==> config.mk <==
export PLATFORM = sky130hd
export DESIGN_NAME = dot_engine_top
export DESIGN_NICKNAME = d
export VERILOG_FILES = /design/src/hdl/dot_pkg.sv /design/src/hdl/axil_pkg.sv /design/src/hdl/dadda_mul8.sv /design/src/hdl/operand_buffer.sv /design/src/hdl/elem_counter.sv /design/src/hdl/dot_fsm.sv /design/src/hdl/dot_accum.sv /design/src/hdl/axil_regs.sv /design/src/hdl/dot_engine_top.sv
export SDC_FILE = /design/constraint.sdc
export NUM_CORES = 1
export LEC_CHECK = 0
export ABC_AREA = 1
export BUFFER_PORTS_ARGS = -buffer_cell sky130_fd_sc_hd__buf_2
export CAP_MARGIN = 25
export CELL_PAD_IN_SITES_DETAIL_PLACEMENT = 2
export CELL_PAD_IN_SITES_GLOBAL_PLACEMENT = 2
export CORE_ASPECT_RATIO = 1.25
export CORE_MARGIN = 4
export CORE_UTILIZATION = 39
export CTS_CLUSTER_SIZE = 20
export DETAILED_ROUTE_END_ITERATION = 8
export PLACE_DENSITY_LB_ADDON = 0.1
export SLEW_MARGIN = 0
export SYNTH_ARGS = -nofsm -noshare
export SYNTH_HDL_FRONTEND = slang
export SYNTH_SLANG_ARGS = --single-unit
==> constraint.sdc <==
create_clock -name clk -period 10.1 [get_ports clk]
set_input_delay 2.02 -clock clk [delete_from_list [all_inputs] [get_ports clk]]
set_output_delay 2.02 -clock clk [all_outputs]
set_load 0.02 [all_outputs]
==> src/hdl/dot_pkg.sv <==
package dot_pkg;

	localparam int DEPTH  = 8;
	localparam int IDX_W  = $clog2(DEPTH);
	localparam int OPND_W = 8;
	localparam int PROD_W = 2 * OPND_W;
	localparam int ACC_W  = 24;

	typedef logic [OPND_W-1:0] opnd_t;
	typedef logic [PROD_W-1:0] prod_t;
	typedef logic [ACC_W-1:0]  acc_t;
	typedef logic [IDX_W-1:0]  idx_t;

	// Operand b sits in the upper byte
	typedef struct packed {
		opnd_t b;
		opnd_t a;
	} pair_t;

	typedef enum logic [1:0] {
		OP_CLR     = 2'd0,
		OP_DOT     = 2'd1,
		OP_DOT_ACC = 2'd2
	} opcode_t;

	// Control word bits 4:3 opcode, bits 2:0 length minus one
	typedef struct packed {
		opcode_t opcode;
		idx_t    len_m1;
	} eng_ctrl_t;

	typedef enum logic [1:0] {
		ST_IDLE,
		ST_RUN,
		ST_DRAIN,
		ST_DONE
	} dot_state_t;

endpackage

==> src/hdl/axil_pkg.sv <==
package axil_pkg;

	localparam int ADDR_W = 8;
	localparam int DATA_W = 32;

	typedef enum logic [1:0] {
		RESP_OKAY   = 2'b00,
		RESP_SLVERR = 2'b10
	} resp_t;

	typedef struct packed {
		logic              awvalid;
		logic [ADDR_W-1:0] awaddr;
		logic              wvalid;
		logic [DATA_W-1:0] wdata;
		logic              bready;
		logic              arvalid;
		logic [ADDR_W-1:0] araddr;
		logic              rready;
	} axil_req_t;

	typedef struct packed {
		logic              awready;
		logic              wready;
		logic              bvalid;
		resp_t             bresp;
		logic              arready;
		logic              rvalid;
		logic [DATA_W-1:0] rdata;
		resp_t             rresp;
	} axil_rsp_t;

	// Register map
	localparam logic [ADDR_W-1:0] REG_CTRL      = 8'h00;
	localparam logic [ADDR_W-1:0] REG_STATUS    = 8'h04;
	localparam logic [ADDR_W-1:0] REG_RESULT    = 8'h08;
	localparam logic [ADDR_W-1:0] REG_OPND_BASE = 8'h10;

endpackage

==> src/hdl/dadda_mul8.sv <==
module dadda_mul8 (
	input  dot_pkg::opnd_t a,
	input  dot_pkg::opnd_t b,
	output dot_pkg::prod_t p
);
	import dot_pkg::*;

	// Compressor cells, result is {carry, sum}
	function automatic logic [1:0] ha(input logic x, input logic y);
		return {x & y, x ^ y};
	endfunction

	function automatic logic [1:0] fa(input logic x, input logic y, input logic z);
		return {(x & y) | (x & z) | (y & z), x ^ y ^ z};
	endfunction

	logic [OPND_W-1:0] pp [OPND_W];

	logic s1_1_1, c1_1_1, s1_2_1, c1_2_1, s1_3_1, c1_3_1, s1_4_1, c1_4_1;
	logic s1_4_2, c1_4_2, s1_5_1, c1_5_1, s1_5_2, c1_5_2, s1_6_1, c1_6_1;
	logic s1_6_2, c1_6_2, s1_7_1, c1_7_1, s1_7_2, c1_7_2, s1_7_3, c1_7_3;
	logic s1_8_1, c1_8_1, s1_8_2, c1_8_2, s1_9_1, c1_9_1, s1_9_2, c1_9_2;
	logic s1_10_1, c1_10_1, s1_10_2, c1_10_2, s1_11_1, c1_11_1;
	logic s1_12_1, c1_12_1, s1_13_1, c1_13_1;
	logic s2_2_1, c2_2_1, s2_3_1, c2_3_1, s2_4_1, c2_4_1, s2_5_1, c2_5_1;
	logic s2_6_1, c2_6_1, s2_6_2, c2_6_2, s2_7_1, c2_7_1, s2_7_2, c2_7_2;
	logic s2_8_1, c2_8_1, s2_8_2, c2_8_2, s2_9_1, c2_9_1, s2_10_1, c2_10_1;
	logic s2_11_1, c2_11_1, s2_12_1, c2_12_1, s2_13_1, c2_13_1, s2_14_1, c2_14_1;
	logic s3_3_1, c3_3_1, s3_4_1, c3_4_1, s3_5_1, c3_5_1, s3_6_1, c3_6_1;
	logic s3_7_1, c3_7_1, s3_8_1, c3_8_1, s3_9_1, c3_9_1, s3_10_1, c3_10_1;
	logic s3_11_1, c3_11_1, s3_12_1, c3_12_1, s3_13_1, c3_13_1, s3_14_1, c3_14_1;
	logic s4_4_1, c4_4_1, s4_5_1, c4_5_1, s4_6_1, c4_6_1, s4_7_1, c4_7_1;
	logic s4_8_1, c4_8_1, s4_9_1, c4_9_1, s4_10_1, c4_10_1, s4_11_1, c4_11_1;
	logic s4_12_1, c4_12_1, s4_13_1, c4_13_1, s4_14_1, c4_14_1, s4_15_1;
	prod_t row_a, row_b;

	// pp[i][j] is a[i] & b[j]
	always_comb begin
		for (int i = 0; i < OPND_W; i++) begin
			pp[i] = b & {OPND_W{a[i]}};
		end
	end

	//////////////////////////////////////////////////////////////////////
	// Stage 1, columns down to height 6
	assign {c1_1_1, s1_1_1}   = ha(pp[0][1], pp[1][0]);
	assign {c1_2_1, s1_2_1}   = fa(pp[0][2], pp[1][1], pp[2][0]);
	assign {c1_3_1, s1_3_1}   = fa(pp[0][3], pp[1][2], pp[2][1]);
	assign {c1_4_1, s1_4_1}   = fa(pp[0][4], pp[1][3], pp[2][2]);
	assign {c1_4_2, s1_4_2}   = ha(pp[3][1], pp[4][0]);
	assign {c1_5_1, s1_5_1}   = fa(pp[0][5], pp[1][4], pp[2][3]);
	assign {c1_5_2, s1_5_2}   = fa(pp[3][2], pp[4][1], pp[5][0]);
	assign {c1_6_1, s1_6_1}   = fa(pp[0][6], pp[1][5], pp[2][4]);
	assign {c1_6_2, s1_6_2}   = fa(pp[3][3], pp[4][2], pp[5][1]);
	assign {c1_7_1, s1_7_1}   = fa(pp[0][7], pp[1][6], pp[2][5]);
	assign {c1_7_2, s1_7_2}   = fa(pp[3][4], pp[4][3], pp[5][2]);
	assign {c1_7_3, s1_7_3}   = ha(pp[6][1], pp[7][0]);
	assign {c1_8_1, s1_8_1}   = fa(pp[1][7], pp[2][6], pp[3][5]);
	assign {c1_8_2, s1_8_2}   = fa(pp[4][4], pp[5][3], pp[6][2]);
	assign {c1_9_1, s1_9_1}   = fa(pp[2][7], pp[3][6], pp[4][5]);
	assign {c1_9_2, s1_9_2}   = fa(pp[5][4], pp[6][3], pp[7][2]);
	assign {c1_10_1, s1_10_1} = fa(pp[3][7], pp[4][6], pp[5][5]);
	assign {c1_10_2, s1_10_2} = ha(pp[6][4], pp[7][3]);
	assign {c1_11_1, s1_11_1} = fa(pp[4][7], pp[5][6], pp[6][5]);
	assign {c1_12_1, s1_12_1} = fa(pp[5][7], pp[6][6], pp[7][5]);
	assign {c1_13_1, s1_13_1} = ha(pp[6][7], pp[7][6]);

	// Stage 2
	assign {c2_2_1, s2_2_1}   = ha(s1_2_1, c1_1_1);
	assign {c2_3_1, s2_3_1}   = fa(pp[3][0], s1_3_1, c1_2_1);
	assign {c2_4_1, s2_4_1}   = fa(s1_4_2, s1_4_1, c1_3_1);
	assign {c2_5_1, s2_5_1}   = fa(s1_5_2, s1_5_1, c1_4_2);
	assign {c2_6_1, s2_6_1}   = fa(pp[6][0], s1_6_2, s1_6_1);
	assign {c2_6_2, s2_6_2}   = ha(c1_5_2, c1_5_1);
	assign {c2_7_1, s2_7_1}   = fa(s1_7_3, s1_7_2, s1_7_1);
	assign {c2_7_2, s2_7_2}   = ha(c1_6_2, c1_6_1);
	assign {c2_8_1, s2_8_1}   = fa(pp[7][1], s1_8_2, s1_8_1);
	assign {c2_8_2, s2_8_2}   = fa(c1_7_3, c1_7_2, c1_7_1);
	assign {c2_9_1, s2_9_1}   = fa(s1_9_2, s1_9_1, c1_8_2);
	assign {c2_10_1, s2_10_1} = fa(s1_10_2, s1_10_1, c1_9_2);
	assign {c2_11_1, s2_11_1} = fa(pp[7][4], s1_11_1, c1_10_2);
	assign {c2_12_1, s2_12_1} = ha(s1_12_1, c1_11_1);
	assign {c2_13_1, s2_13_1} = ha(s1_13_1, c1_12_1);
	assign {c2_14_1, s2_14_1} = ha(pp[7][7], c1_13_1);

	// Stage 3
	assign {c3_3_1, s3_3_1}   = ha(s2_3_1, c2_2_1);
	assign {c3_4_1, s3_4_1}   = ha(s2_4_1, c2_3_1);
	assign {c3_5_1, s3_5_1}   = fa(c1_4_1, s2_5_1, c2_4_1);
	assign {c3_6_1, s3_6_1}   = fa(s2_6_2, s2_6_1, c2_5_1);
	assign {c3_7_1, s3_7_1}   = fa(s2_7_2, s2_7_1, c2_6_2);
	assign {c3_8_1, s3_8_1}   = fa(s2_8_2, s2_8_1, c2_7_2);
	assign {c3_9_1, s3_9_1}   = fa(c1_8_1, s2_9_1, c2_8_2);
	assign {c3_10_1, s3_10_1} = fa(c1_9_1, s2_10_1, c2_9_1);
	assign {c3_11_1, s3_11_1} = fa(c1_10_1, s2_11_1, c2_10_1);
	assign {c3_12_1, s3_12_1} = ha(s2_12_1, c2_11_1);
	assign {c3_13_1, s3_13_1} = ha(s2_13_1, c2_12_1);
	assign {c3_14_1, s3_14_1} = ha(s2_14_1, c2_13_1);

	// Stage 4, two rows left
	assign {c4_4_1, s4_4_1}   = ha(s3_4_1, c3_3_1);
	assign {c4_5_1, s4_5_1}   = ha(s3_5_1, c3_4_1);
	assign {c4_6_1, s4_6_1}   = ha(s3_6_1, c3_5_1);
	assign {c4_7_1, s4_7_1}   = fa(c2_6_1, s3_7_1, c3_6_1);
	assign {c4_8_1, s4_8_1}   = fa(c2_7_1, s3_8_1, c3_7_1);
	assign {c4_9_1, s4_9_1}   = fa(c2_8_1, s3_9_1, c3_8_1);
	assign {c4_10_1, s4_10_1} = ha(s3_10_1, c3_9_1);
	assign {c4_11_1, s4_11_1} = ha(s3_11_1, c3_10_1);
	assign {c4_12_1, s4_12_1} = ha(s3_12_1, c3_11_1);
	assign {c4_13_1, s4_13_1} = ha(s3_13_1, c3_12_1);
	assign {c4_14_1, s4_14_1} = ha(s3_14_1, c3_13_1);
	// Carry out of bit 15 is always zero for an 8x8 product
	assign s4_15_1 = c2_14_1 ^ c3_14_1;

	//////////////////////////////////////////////////////////////////////
	// Final carry-propagate sum
	assign row_a = {s4_15_1, s4_14_1, s4_13_1, s4_12_1, s4_11_1, s4_10_1,
		s4_9_1, s4_8_1, s4_7_1, s4_6_1, s4_5_1, 5'b00000};
	assign row_b = {c4_14_1, c4_13_1, c4_12_1, c4_11_1, c4_10_1, c4_9_1,
		c4_8_1, c4_7_1, c4_6_1, c4_5_1, c4_4_1,
		s4_4_1, s3_3_1, s2_2_1, s1_1_1, pp[0][0]};
	assign p = row_a + row_b;

endmodule

==> src/hdl/operand_buffer.sv <==
module operand_buffer (
	input  logic            clk,
	input  logic            rst_n,
	input  logic            we,
	input  dot_pkg::idx_t   widx,
	input  dot_pkg::pair_t  wdata,
	input  dot_pkg::idx_t   ridx,
	output dot_pkg::pair_t  rdata,
	output dot_pkg::pair_t  bus_rdata
);
	import dot_pkg::*;

	pair_t mem [DEPTH];

	always_ff @(posedge clk or negedge rst_n) begin
		if (!rst_n) begin
			for (int i = 0; i < DEPTH; i++) begin
				mem[i] <= '0;
			end
		end else if (we) begin
			mem[widx] <= wdata;
		end
	end

	// Engine read port
	assign rdata = mem[ridx];

	// Bus readback shares the write index
	assign bus_rdata = mem[widx];

endmodule

==> src/hdl/elem_counter.sv <==
module elem_counter (
	input  logic           clk,
	input  logic           rst_n,
	input  logic           load,
	input  logic           step,
	input  dot_pkg::idx_t  last_idx,
	output dot_pkg::idx_t  idx,
	output logic           last
);
	import dot_pkg::*;

	idx_t cnt_q;
	idx_t end_q;

	always_ff @(posedge clk or negedge rst_n) begin
		if (!rst_n) begin
			cnt_q <= '0;
			end_q <= '0;
		end else if (load) begin
			cnt_q <= '0;
			end_q <= last_idx;
		end else if (step) begin
			cnt_q <= cnt_q + 1'b1;
		end
	end

	assign idx  = cnt_q;
	assign last = (cnt_q == end_q);

endmodule

==> src/hdl/dot_fsm.sv <==
module dot_fsm (
	input  logic               clk,
	input  logic               rst_n,
	input  logic               start,
	input  dot_pkg::eng_ctrl_t ctrl,
	input  logic               last,
	output logic               cnt_load,
	output logic               cnt_step,
	output logic               acc_clr,
	output logic               prod_en,
	output logic               hold_prev,
	output logic               busy,
	output logic               done_pulse,
	output dot_pkg::idx_t      len_m1
);
	import dot_pkg::*;

	dot_state_t state_q, state_d;

	always_ff @(posedge clk or negedge rst_n) begin
		if (!rst_n) begin
			state_q <= ST_IDLE;
		end else begin
			state_q <= state_d;
		end
	end

	always_comb begin
		state_d    = state_q;
		cnt_load   = 1'b0;
		cnt_step   = 1'b0;
		acc_clr    = 1'b0;
		prod_en    = 1'b0;
		hold_prev  = 1'b0;
		done_pulse = 1'b0;
		case (state_q)
			ST_IDLE: begin
				if (start) begin
					case (ctrl.opcode)
						OP_DOT: begin
							acc_clr  = 1'b1;
							cnt_load = 1'b1;
							state_d  = ST_RUN;
						end
						OP_DOT_ACC: begin
							acc_clr   = 1'b1;
							hold_prev = 1'b1;
							cnt_load  = 1'b1;
							state_d   = ST_RUN;
						end
						OP_CLR: begin
							acc_clr = 1'b1;
							state_d = ST_DONE;
						end
						// Reserved opcode only reports done
						default: state_d = ST_DONE;
					endcase
				end
			end
			// One pair per cycle into the multiplier stage
			ST_RUN: begin
				prod_en = 1'b1;
				if (last) begin
					state_d = ST_DRAIN;
				end else begin
					cnt_step = 1'b1;
				end
			end
			ST_DRAIN: state_d = ST_DONE;
			ST_DONE: begin
				done_pulse = 1'b1;
				state_d    = ST_IDLE;
			end
			default: state_d = ST_IDLE;
		endcase
	end

	assign busy   = (state_q != ST_IDLE);
	assign len_m1 = ctrl.len_m1;

endmodule

==> src/hdl/dot_accum.sv <==
module dot_accum (
	input  logic           clk,
	input  logic           rst_n,
	input  dot_pkg::prod_t prod,
	input  logic           prod_en,
	input  logic           acc_clr,
	input  logic           hold_prev,
	output dot_pkg::acc_t  result
);
	import dot_pkg::*;

	prod_t stage_q;
	logic  stage_vld;
	acc_t  acc_q;

	always_ff @(posedge clk) begin
		if (prod_en) begin
			stage_q <= prod;
		end
	end

	always_ff @(posedge clk or negedge rst_n) begin
		if (!rst_n) begin
			stage_vld <= 1'b0;
			acc_q     <= '0;
		end else if (acc_clr) begin
			stage_vld <= 1'b0;
			// Keep the old sum for an accumulating run
			if (!hold_prev) begin
				acc_q <= '0;
			end
		end else begin
			stage_vld <= prod_en;
			if (stage_vld) begin
				acc_q <= acc_q + acc_t'(stage_q);
			end
		end
	end

	assign result = acc_q;

endmodule

==> src/hdl/axil_regs.sv <==
module axil_regs (
	input  logic                 clk,
	input  logic                 rst_n,
	input  axil_pkg::axil_req_t  req,
	output axil_pkg::axil_rsp_t  rsp,
	input  logic                 busy,
	input  logic                 done_pulse,
	input  dot_pkg::acc_t        result,
	input  dot_pkg::pair_t       opnd_rdata,
	output logic                 opnd_we,
	output dot_pkg::idx_t        opnd_idx,
	output dot_pkg::pair_t       opnd_wdata,
	output logic                 start,
	output dot_pkg::eng_ctrl_t   ctrl
);
	import dot_pkg::*;
	import axil_pkg::*;

	function automatic logic opnd_hit(input logic [ADDR_W-1:0] addr);
		logic [ADDR_W-1:0] off;
		off = addr - REG_OPND_BASE;
		return (off < ADDR_W'(DEPTH * 4)) && (off[1:0] == 2'b00);
	endfunction

	function automatic idx_t opnd_sel(input logic [ADDR_W-1:0] addr);
		logic [ADDR_W-1:0] off;
		off = addr - REG_OPND_BASE;
		return off[IDX_W+1:2];
	endfunction

	logic              wr_acc, rd_acc, busy_any, ctrl_we;
	logic              bvalid_q, rvalid_q, start_q, done_q;
	resp_t             bresp_q, rresp_q;
	logic [DATA_W-1:0] rdata_q, rd_data;
	logic              rd_err;
	eng_ctrl_t         ctrl_q;

	// Reads yield to a write in the same cycle, the operand index is shared
	assign wr_acc   = req.awvalid & req.wvalid & ~bvalid_q;
	assign rd_acc   = req.arvalid & ~rvalid_q & ~wr_acc;
	assign busy_any = busy | start_q;

	assign ctrl_we    = wr_acc & (req.awaddr == REG_CTRL) & ~busy_any;
	assign opnd_we    = wr_acc & opnd_hit(req.awaddr) & ~busy_any;
	assign opnd_idx   = wr_acc ? opnd_sel(req.awaddr) : opnd_sel(req.araddr);
	assign opnd_wdata = pair_t'(req.wdata[$bits(pair_t)-1:0]);

	always_comb begin
		rd_err  = 1'b0;
		rd_data = '0;
		if (req.araddr == REG_CTRL) begin
			rd_data = DATA_W'(ctrl_q);
		end else if (req.araddr == REG_STATUS) begin
			rd_data = DATA_W'({done_q, busy_any});
		end else if (req.araddr == REG_RESULT) begin
			rd_data = DATA_W'(result);
		end else if (opnd_hit(req.araddr)) begin
			rd_data = DATA_W'(opnd_rdata);
		end else begin
			rd_err = 1'b1;
		end
	end

	//////////////////////////////////////////////////////////////////////
	// Control, sticky done and response channels
	always_ff @(posedge clk or negedge rst_n) begin
		if (!rst_n) begin
			bvalid_q <= 1'b0;
			rvalid_q <= 1'b0;
			start_q  <= 1'b0;
			done_q   <= 1'b0;
			ctrl_q   <= '0;
		end else begin
			start_q <= ctrl_we;
			if (ctrl_we) begin
				ctrl_q <= eng_ctrl_t'(req.wdata[$bits(eng_ctrl_t)-1:0]);
				done_q <= 1'b0;
			end else if (done_pulse) begin
				done_q <= 1'b1;
			end
			if (wr_acc) begin
				bvalid_q <= 1'b1;
			end else if (req.bready) begin
				bvalid_q <= 1'b0;
			end
			if (rd_acc) begin
				rvalid_q <= 1'b1;
			end else if (req.rready) begin
				rvalid_q <= 1'b0;
			end
		end
	end

	always_ff @(posedge clk) begin
		if (wr_acc) begin
			bresp_q <= (ctrl_we | opnd_we) ? RESP_OKAY : RESP_SLVERR;
		end
		if (rd_acc) begin
			rdata_q <= rd_data;
			rresp_q <= rd_err ? RESP_SLVERR : RESP_OKAY;
		end
	end

	always_comb begin
		rsp         = '0;
		rsp.awready = wr_acc;
		rsp.wready  = wr_acc;
		rsp.bvalid  = bvalid_q;
		rsp.bresp   = bresp_q;
		rsp.arready = rd_acc;
		rsp.rvalid  = rvalid_q;
		rsp.rdata   = rdata_q;
		rsp.rresp   = rresp_q;
	end

	assign start = start_q;
	assign ctrl  = ctrl_q;

endmodule

==> src/hdl/dot_engine_top.sv <==
module dot_engine_top (
	input  logic                clk,
	input  logic                rst_n,
	input  axil_pkg::axil_req_t bus_req,
	output axil_pkg::axil_rsp_t bus_rsp
);
	import dot_pkg::*;

	logic      opnd_we, start, busy, done_pulse, last;
	logic      cnt_load, cnt_step, acc_clr, prod_en, hold_prev;
	idx_t      opnd_idx, idx, len_m1;
	pair_t     opnd_wdata, opnd_rdata, pair;
	eng_ctrl_t ctrl;
	prod_t     prod;
	acc_t      result;

	axil_regs u_axil_regs (
		.clk, .rst_n,
		.req        (bus_req),
		.rsp        (bus_rsp),
		.busy, .done_pulse, .result, .opnd_rdata,
		.opnd_we, .opnd_idx, .opnd_wdata,
		.start, .ctrl
	);

	operand_buffer u_operand_buffer (
		.clk, .rst_n,
		.we         (opnd_we),
		.widx       (opnd_idx),
		.wdata      (opnd_wdata),
		.ridx       (idx),
		.rdata      (pair),
		.bus_rdata  (opnd_rdata)
	);

	dot_fsm u_dot_fsm (
		.clk, .rst_n,
		.start, .ctrl, .last,
		.cnt_load, .cnt_step, .acc_clr, .prod_en, .hold_prev,
		.busy, .done_pulse, .len_m1
	);

	elem_counter u_elem_counter (
		.clk, .rst_n,
		.load       (cnt_load),
		.step       (cnt_step),
		.last_idx   (len_m1),
		.idx, .last
	);

	dadda_mul8 u_dadda_mul8 (
		.a          (pair.a),
		.b          (pair.b),
		.p          (prod)
	);

	dot_accum u_dot_accum (
		.clk, .rst_n,
		.prod, .prod_en, .acc_clr, .hold_prev,
		.result
	);

endmodule

==> impl_metrics.py <==
metrics = {
    "critical_path": {
        "critPathBufInv": 6,
        "path_class": "flip-flop to flip-flop",
        "worst-path-max-fanout": 60,
        "end_kind": "flip-flop",
        "cp_top_family": "adder cells",
        "cp_cell_sequence": "inv_2 -> buf_4 -> o21ai_0 -> nand2_1 -> inv_1 -> o21ai_1 -> inv_1 -> nor2_1 -> fa_1 -> fa_1 -> inv_1 -> fa_1 -> fa_1 -> inv_1 -> ha_1 -> nand3_1 -> nand2_1 -> nand3_1 -> nand2_1 -> nand2_1 -> a21oi_1 -> nor2_1 -> nand2_1 -> nand2_1",
        "cp-start-kind": "flip-flop",
        "arrival_ns": 7.24,
        "crit_slowest_cell": "inv_2",
        "crit_top_cell": "nand2_1",
        "crit_required_ns": 10.41,
        "cp_slowest_stage_delay_ns": 0.79,
    },
    "global_routing": {
        "grt_pass1_vias": 14106,
        "antenna_found_initial": 1,
        "grt_pass1_wl_um": 77500,
        "grt_max_degree": 72,
        "gr-usage-all-layers_pct": 25.1,
        "overflow": 0,
    },
    "timing": {
        "timing_hold_violations_final": 0,
        "relSlewSlack_pct": 35.9,
        "skew_ns": 0.0185,
        "slew_violations": 0,
        "worst_slew_pin_slew_ns": 0.962,
        "setup_viol": 0,
        "min_period_ns": 6.93,
        "grt_setup_unrepaired": "false",
        "max_freq_mhz": 144,
        "setup_tns_ns": 0,
        "fin_crit_sh_pct": 68.6,
    },
    "floorplan": {
        "rows": 77,
        "initial_utilization_pct": 39.6,
        "design.die.area_mm2": 0.0391,
        "io_pins": 96,
        "core_mm2": 0.0355,
        "die_y_um": 220,
        "die_w_um": 178,
    },
    "yosys": {
        "ys_warn_count": 0,
        "syn-cell-area_mm2": 0.0140,
        "synth_cell_types": 45,
        "synth.area.top_cells": "dfrtp_1, nand2_1, edfxtp_1, inv_1, o21ai_0",
        "netlist.area_leader.share_pct": 30.3,
        "yosysSeqAreaShare_pct": 39.3,
        "synthArstFlopShare_pct": 80.2,
        "ys.flop_type": "dfrtp_1",
        "syn_avg_cell_area_um2": 7.73,
        "ys_seq_elements": 212,
        "syn_inst": 1818,
        "synth_edf_count": 42,
        "synth_top_cell_by_area": "dfrtp_1",
    },
    "placed_design": {
        "place_congestion": 0.856,
        "port_buffers": 69,
        "hpwl_um": 33300,
        "place_area_mm2": 0.0145,
    },
    "cts": {
        "numCtsBuffers": 27,
        "clock_tree.root_cell": "clkbuf_16",
        "hold_buffers": 0,
        "cts_max_path_buffers": 3,
        "htreeDepth": 1,
        "worstSkewPairLatency_ns": 0.56,
        "tritoncts": "yes",
        "path_clk_slew_ns": 0.07,
        "cts.repair.resized": 0,
        "post_cts_buffers": 0,
        "clock-sinks": 212,
    },
    "finish": {
        "area_delta_synth_final_pct": 10.1,
        "final_layout_size_suffix_gt1_share_pct": 9.06,
        "fin_nets": 1997,
        "antenna_cells": 0,
        "final_cell_area_mm2": 0.0155,
    },
    "hold_path": {
        "hold_path.class": "flip-flop to flip-flop",
    },
    "drt": {
        "drt-pass1-iter-count": 5,
        "wirelength_um": 48700,
        "ant_nets": 0,
        "avgViaCountPerCell": 5.35,
        "drtIter0Drc": 477,
        "dr_total_vias": 12514,
        "wl_per_cell_um": 20.8,
        "drcViolationCount": 0,
    },
    "flow_run": {
        "cap_violations": 0,
    },
    "run_status": {
        "status": "complete, no violations",
    },
    "pwr": {
        "power_density_mw_per_mm2": 199,
        "peakVddDrop_v": 0.000113,
        "p_leak_nw": 7.52,
    },
}
[logic make-up after synthesis]
| group | synth area share [%] |
|---|---|
| simple gates | 22.3 |
| other cells | 0.0267 |
| fa+ha+maj | 10.8 |
| buf+inv | 10.4 |
| flops | 39.3 |
| xor+xnor | 1.12 |
| mux | 0.160 |
| compound gates | 15.9 |
[report_power, final]
group	total [mW]	switching [mW]	internal (mW)
combinational	0.999	0.714	0.286
sequential	1.04	0.0723	0.971
clock	1.04	0.409	0.629
[placed cells by master (no fill, tap or decap), types with 4 or more instances in the layout]
cell type  Yosys  final
edfxtp_1      42     42
o21bai_1       4      4
dfrtp_1      170    170
a21oi_1      103    103
nor2_1       108    108
clkbuf_8       0      5
o21ai_0      161    161
buf_4         18      9
nor3_1         4      4
nand3_1       60     60
xnor2_1        7      7
nand4_1        7      7
o21ai_2       22     22
inv_1        219    219
clkbuf_16      0     27
o21ai_1      116    116
xor2_1        11     11
ha_1          59     59
clkinv_1       2      4
conb_1         1     10
clkinv_2       0      6
bufinv_16      0      4
fa_1          39     39
nand2_1      553    553
buf_2         16     68
nand4_4        8      8
[metrics by stage]
step	setup slack, ns	util [%]	cells	total power, mW	hold slack [ns]
global route	2.70	43.6	2339	3.27	0.514
global placement	3.38	40.8	2287	1.99	0.467
CTS	3.23	43.6	2338	3.10	0.486
detailed placement	3.25	40.9	2288	2.05	0.473
finish	3.17	43.6	2339	3.08	0.483
floorplan	5.04	-	1827	1.71	0.453
[cell type report]
cell class                      instances  area, um2
Sequential cell                       212       5520
Multi-Input combinational cell       1299       7100
Tap cell                              474        593
Clock inverter                         15        184
Timing Repair Buffer                   80        474
Inverter                              224        843
Clock buffer                           35        756
Fill cell                            4205      20000
[worst min-delay path, cell delays in order, from the launching register on]
cell and delay, ns:
dfrtp_1 0.34, nand2_1 0.07, o21ai_2 0.05
[routing by layer]
metal  vias up  global-route usage (%)  wire length (um)
met1      6400                    28.8             19800
met2       167                    49.4             26500
met4         2                    6.45              1100
li1       5875                       -                 -
met3        70                    2.48              1270
met5         -                       0                16
[flip-flops by register name (all words and copies together) (netlist names), 2 cells and up]
signal	count
u_dot_accum.stage_q	16
u_dot_accum.result	24
u_dot_fsm.state_q	2
u_axil_regs.rdata_q	24
u_operand_buffer.mem	128
u_axil_regs.ctrl	5
u_elem_counter.idx	3
u_elem_counter.end_q	3
[worst paths after layout]
check,start,to,slack (ns),cells after the start
max in group asynchronous,rst_n,u_operand_buffer.mem[108],6.54,3
hold reg to reg,u_operand_buffer.mem[63],u_operand_buffer.mem[63],0.48,2
hold / removal,u_operand_buffer.mem[63],u_operand_buffer.mem[63],0.48,2
setup / recovery,u_elem_counter.idx[0],u_dot_accum.stage_q[15],3.17,24
setup reg to reg,u_elem_counter.idx[0],u_dot_accum.stage_q[15],3.17,24
min in group asynchronous,rst_n,u_dot_accum.result[20],1.47,1
[synth_stat cells, types with 2 or more instances]
| cell | n |
|---|---|
| nand3_1 | 60 |
| dfrtp_1 | 170 |
| fa_1 | 39 |
| buf_2 | 16 |
| buf_4 | 18 |
| clkinv_1 | 2 |
| or2_2 | 3 |
| nor2_1 | 108 |
| buf_6 | 25 |
| nand2_1 | 553 |
| inv_2 | 2 |
| a21oi_1 | 103 |
| nor3_1 | 4 |
| ha_1 | 59 |
| inv_1 | 219 |
| o21a_1 | 3 |
| nand4_4 | 8 |
| xor2_1 | 11 |
| clkbuf_1 | 25 |
| mux2_2 | 2 |
| o21ai_0 | 161 |
| edfxtp_1 | 42 |
| nand4_1 | 7 |
| o21bai_1 | 4 |
| o22ai_1 | 3 |
| nor4_1 | 3 |
| o21ai_2 | 22 |
| o21ai_1 | 116 |
| buf_1 | 7 |
| xnor2_1 | 7 |
| a22o_1 | 2 |
Power figures use the tool's default switching activity.
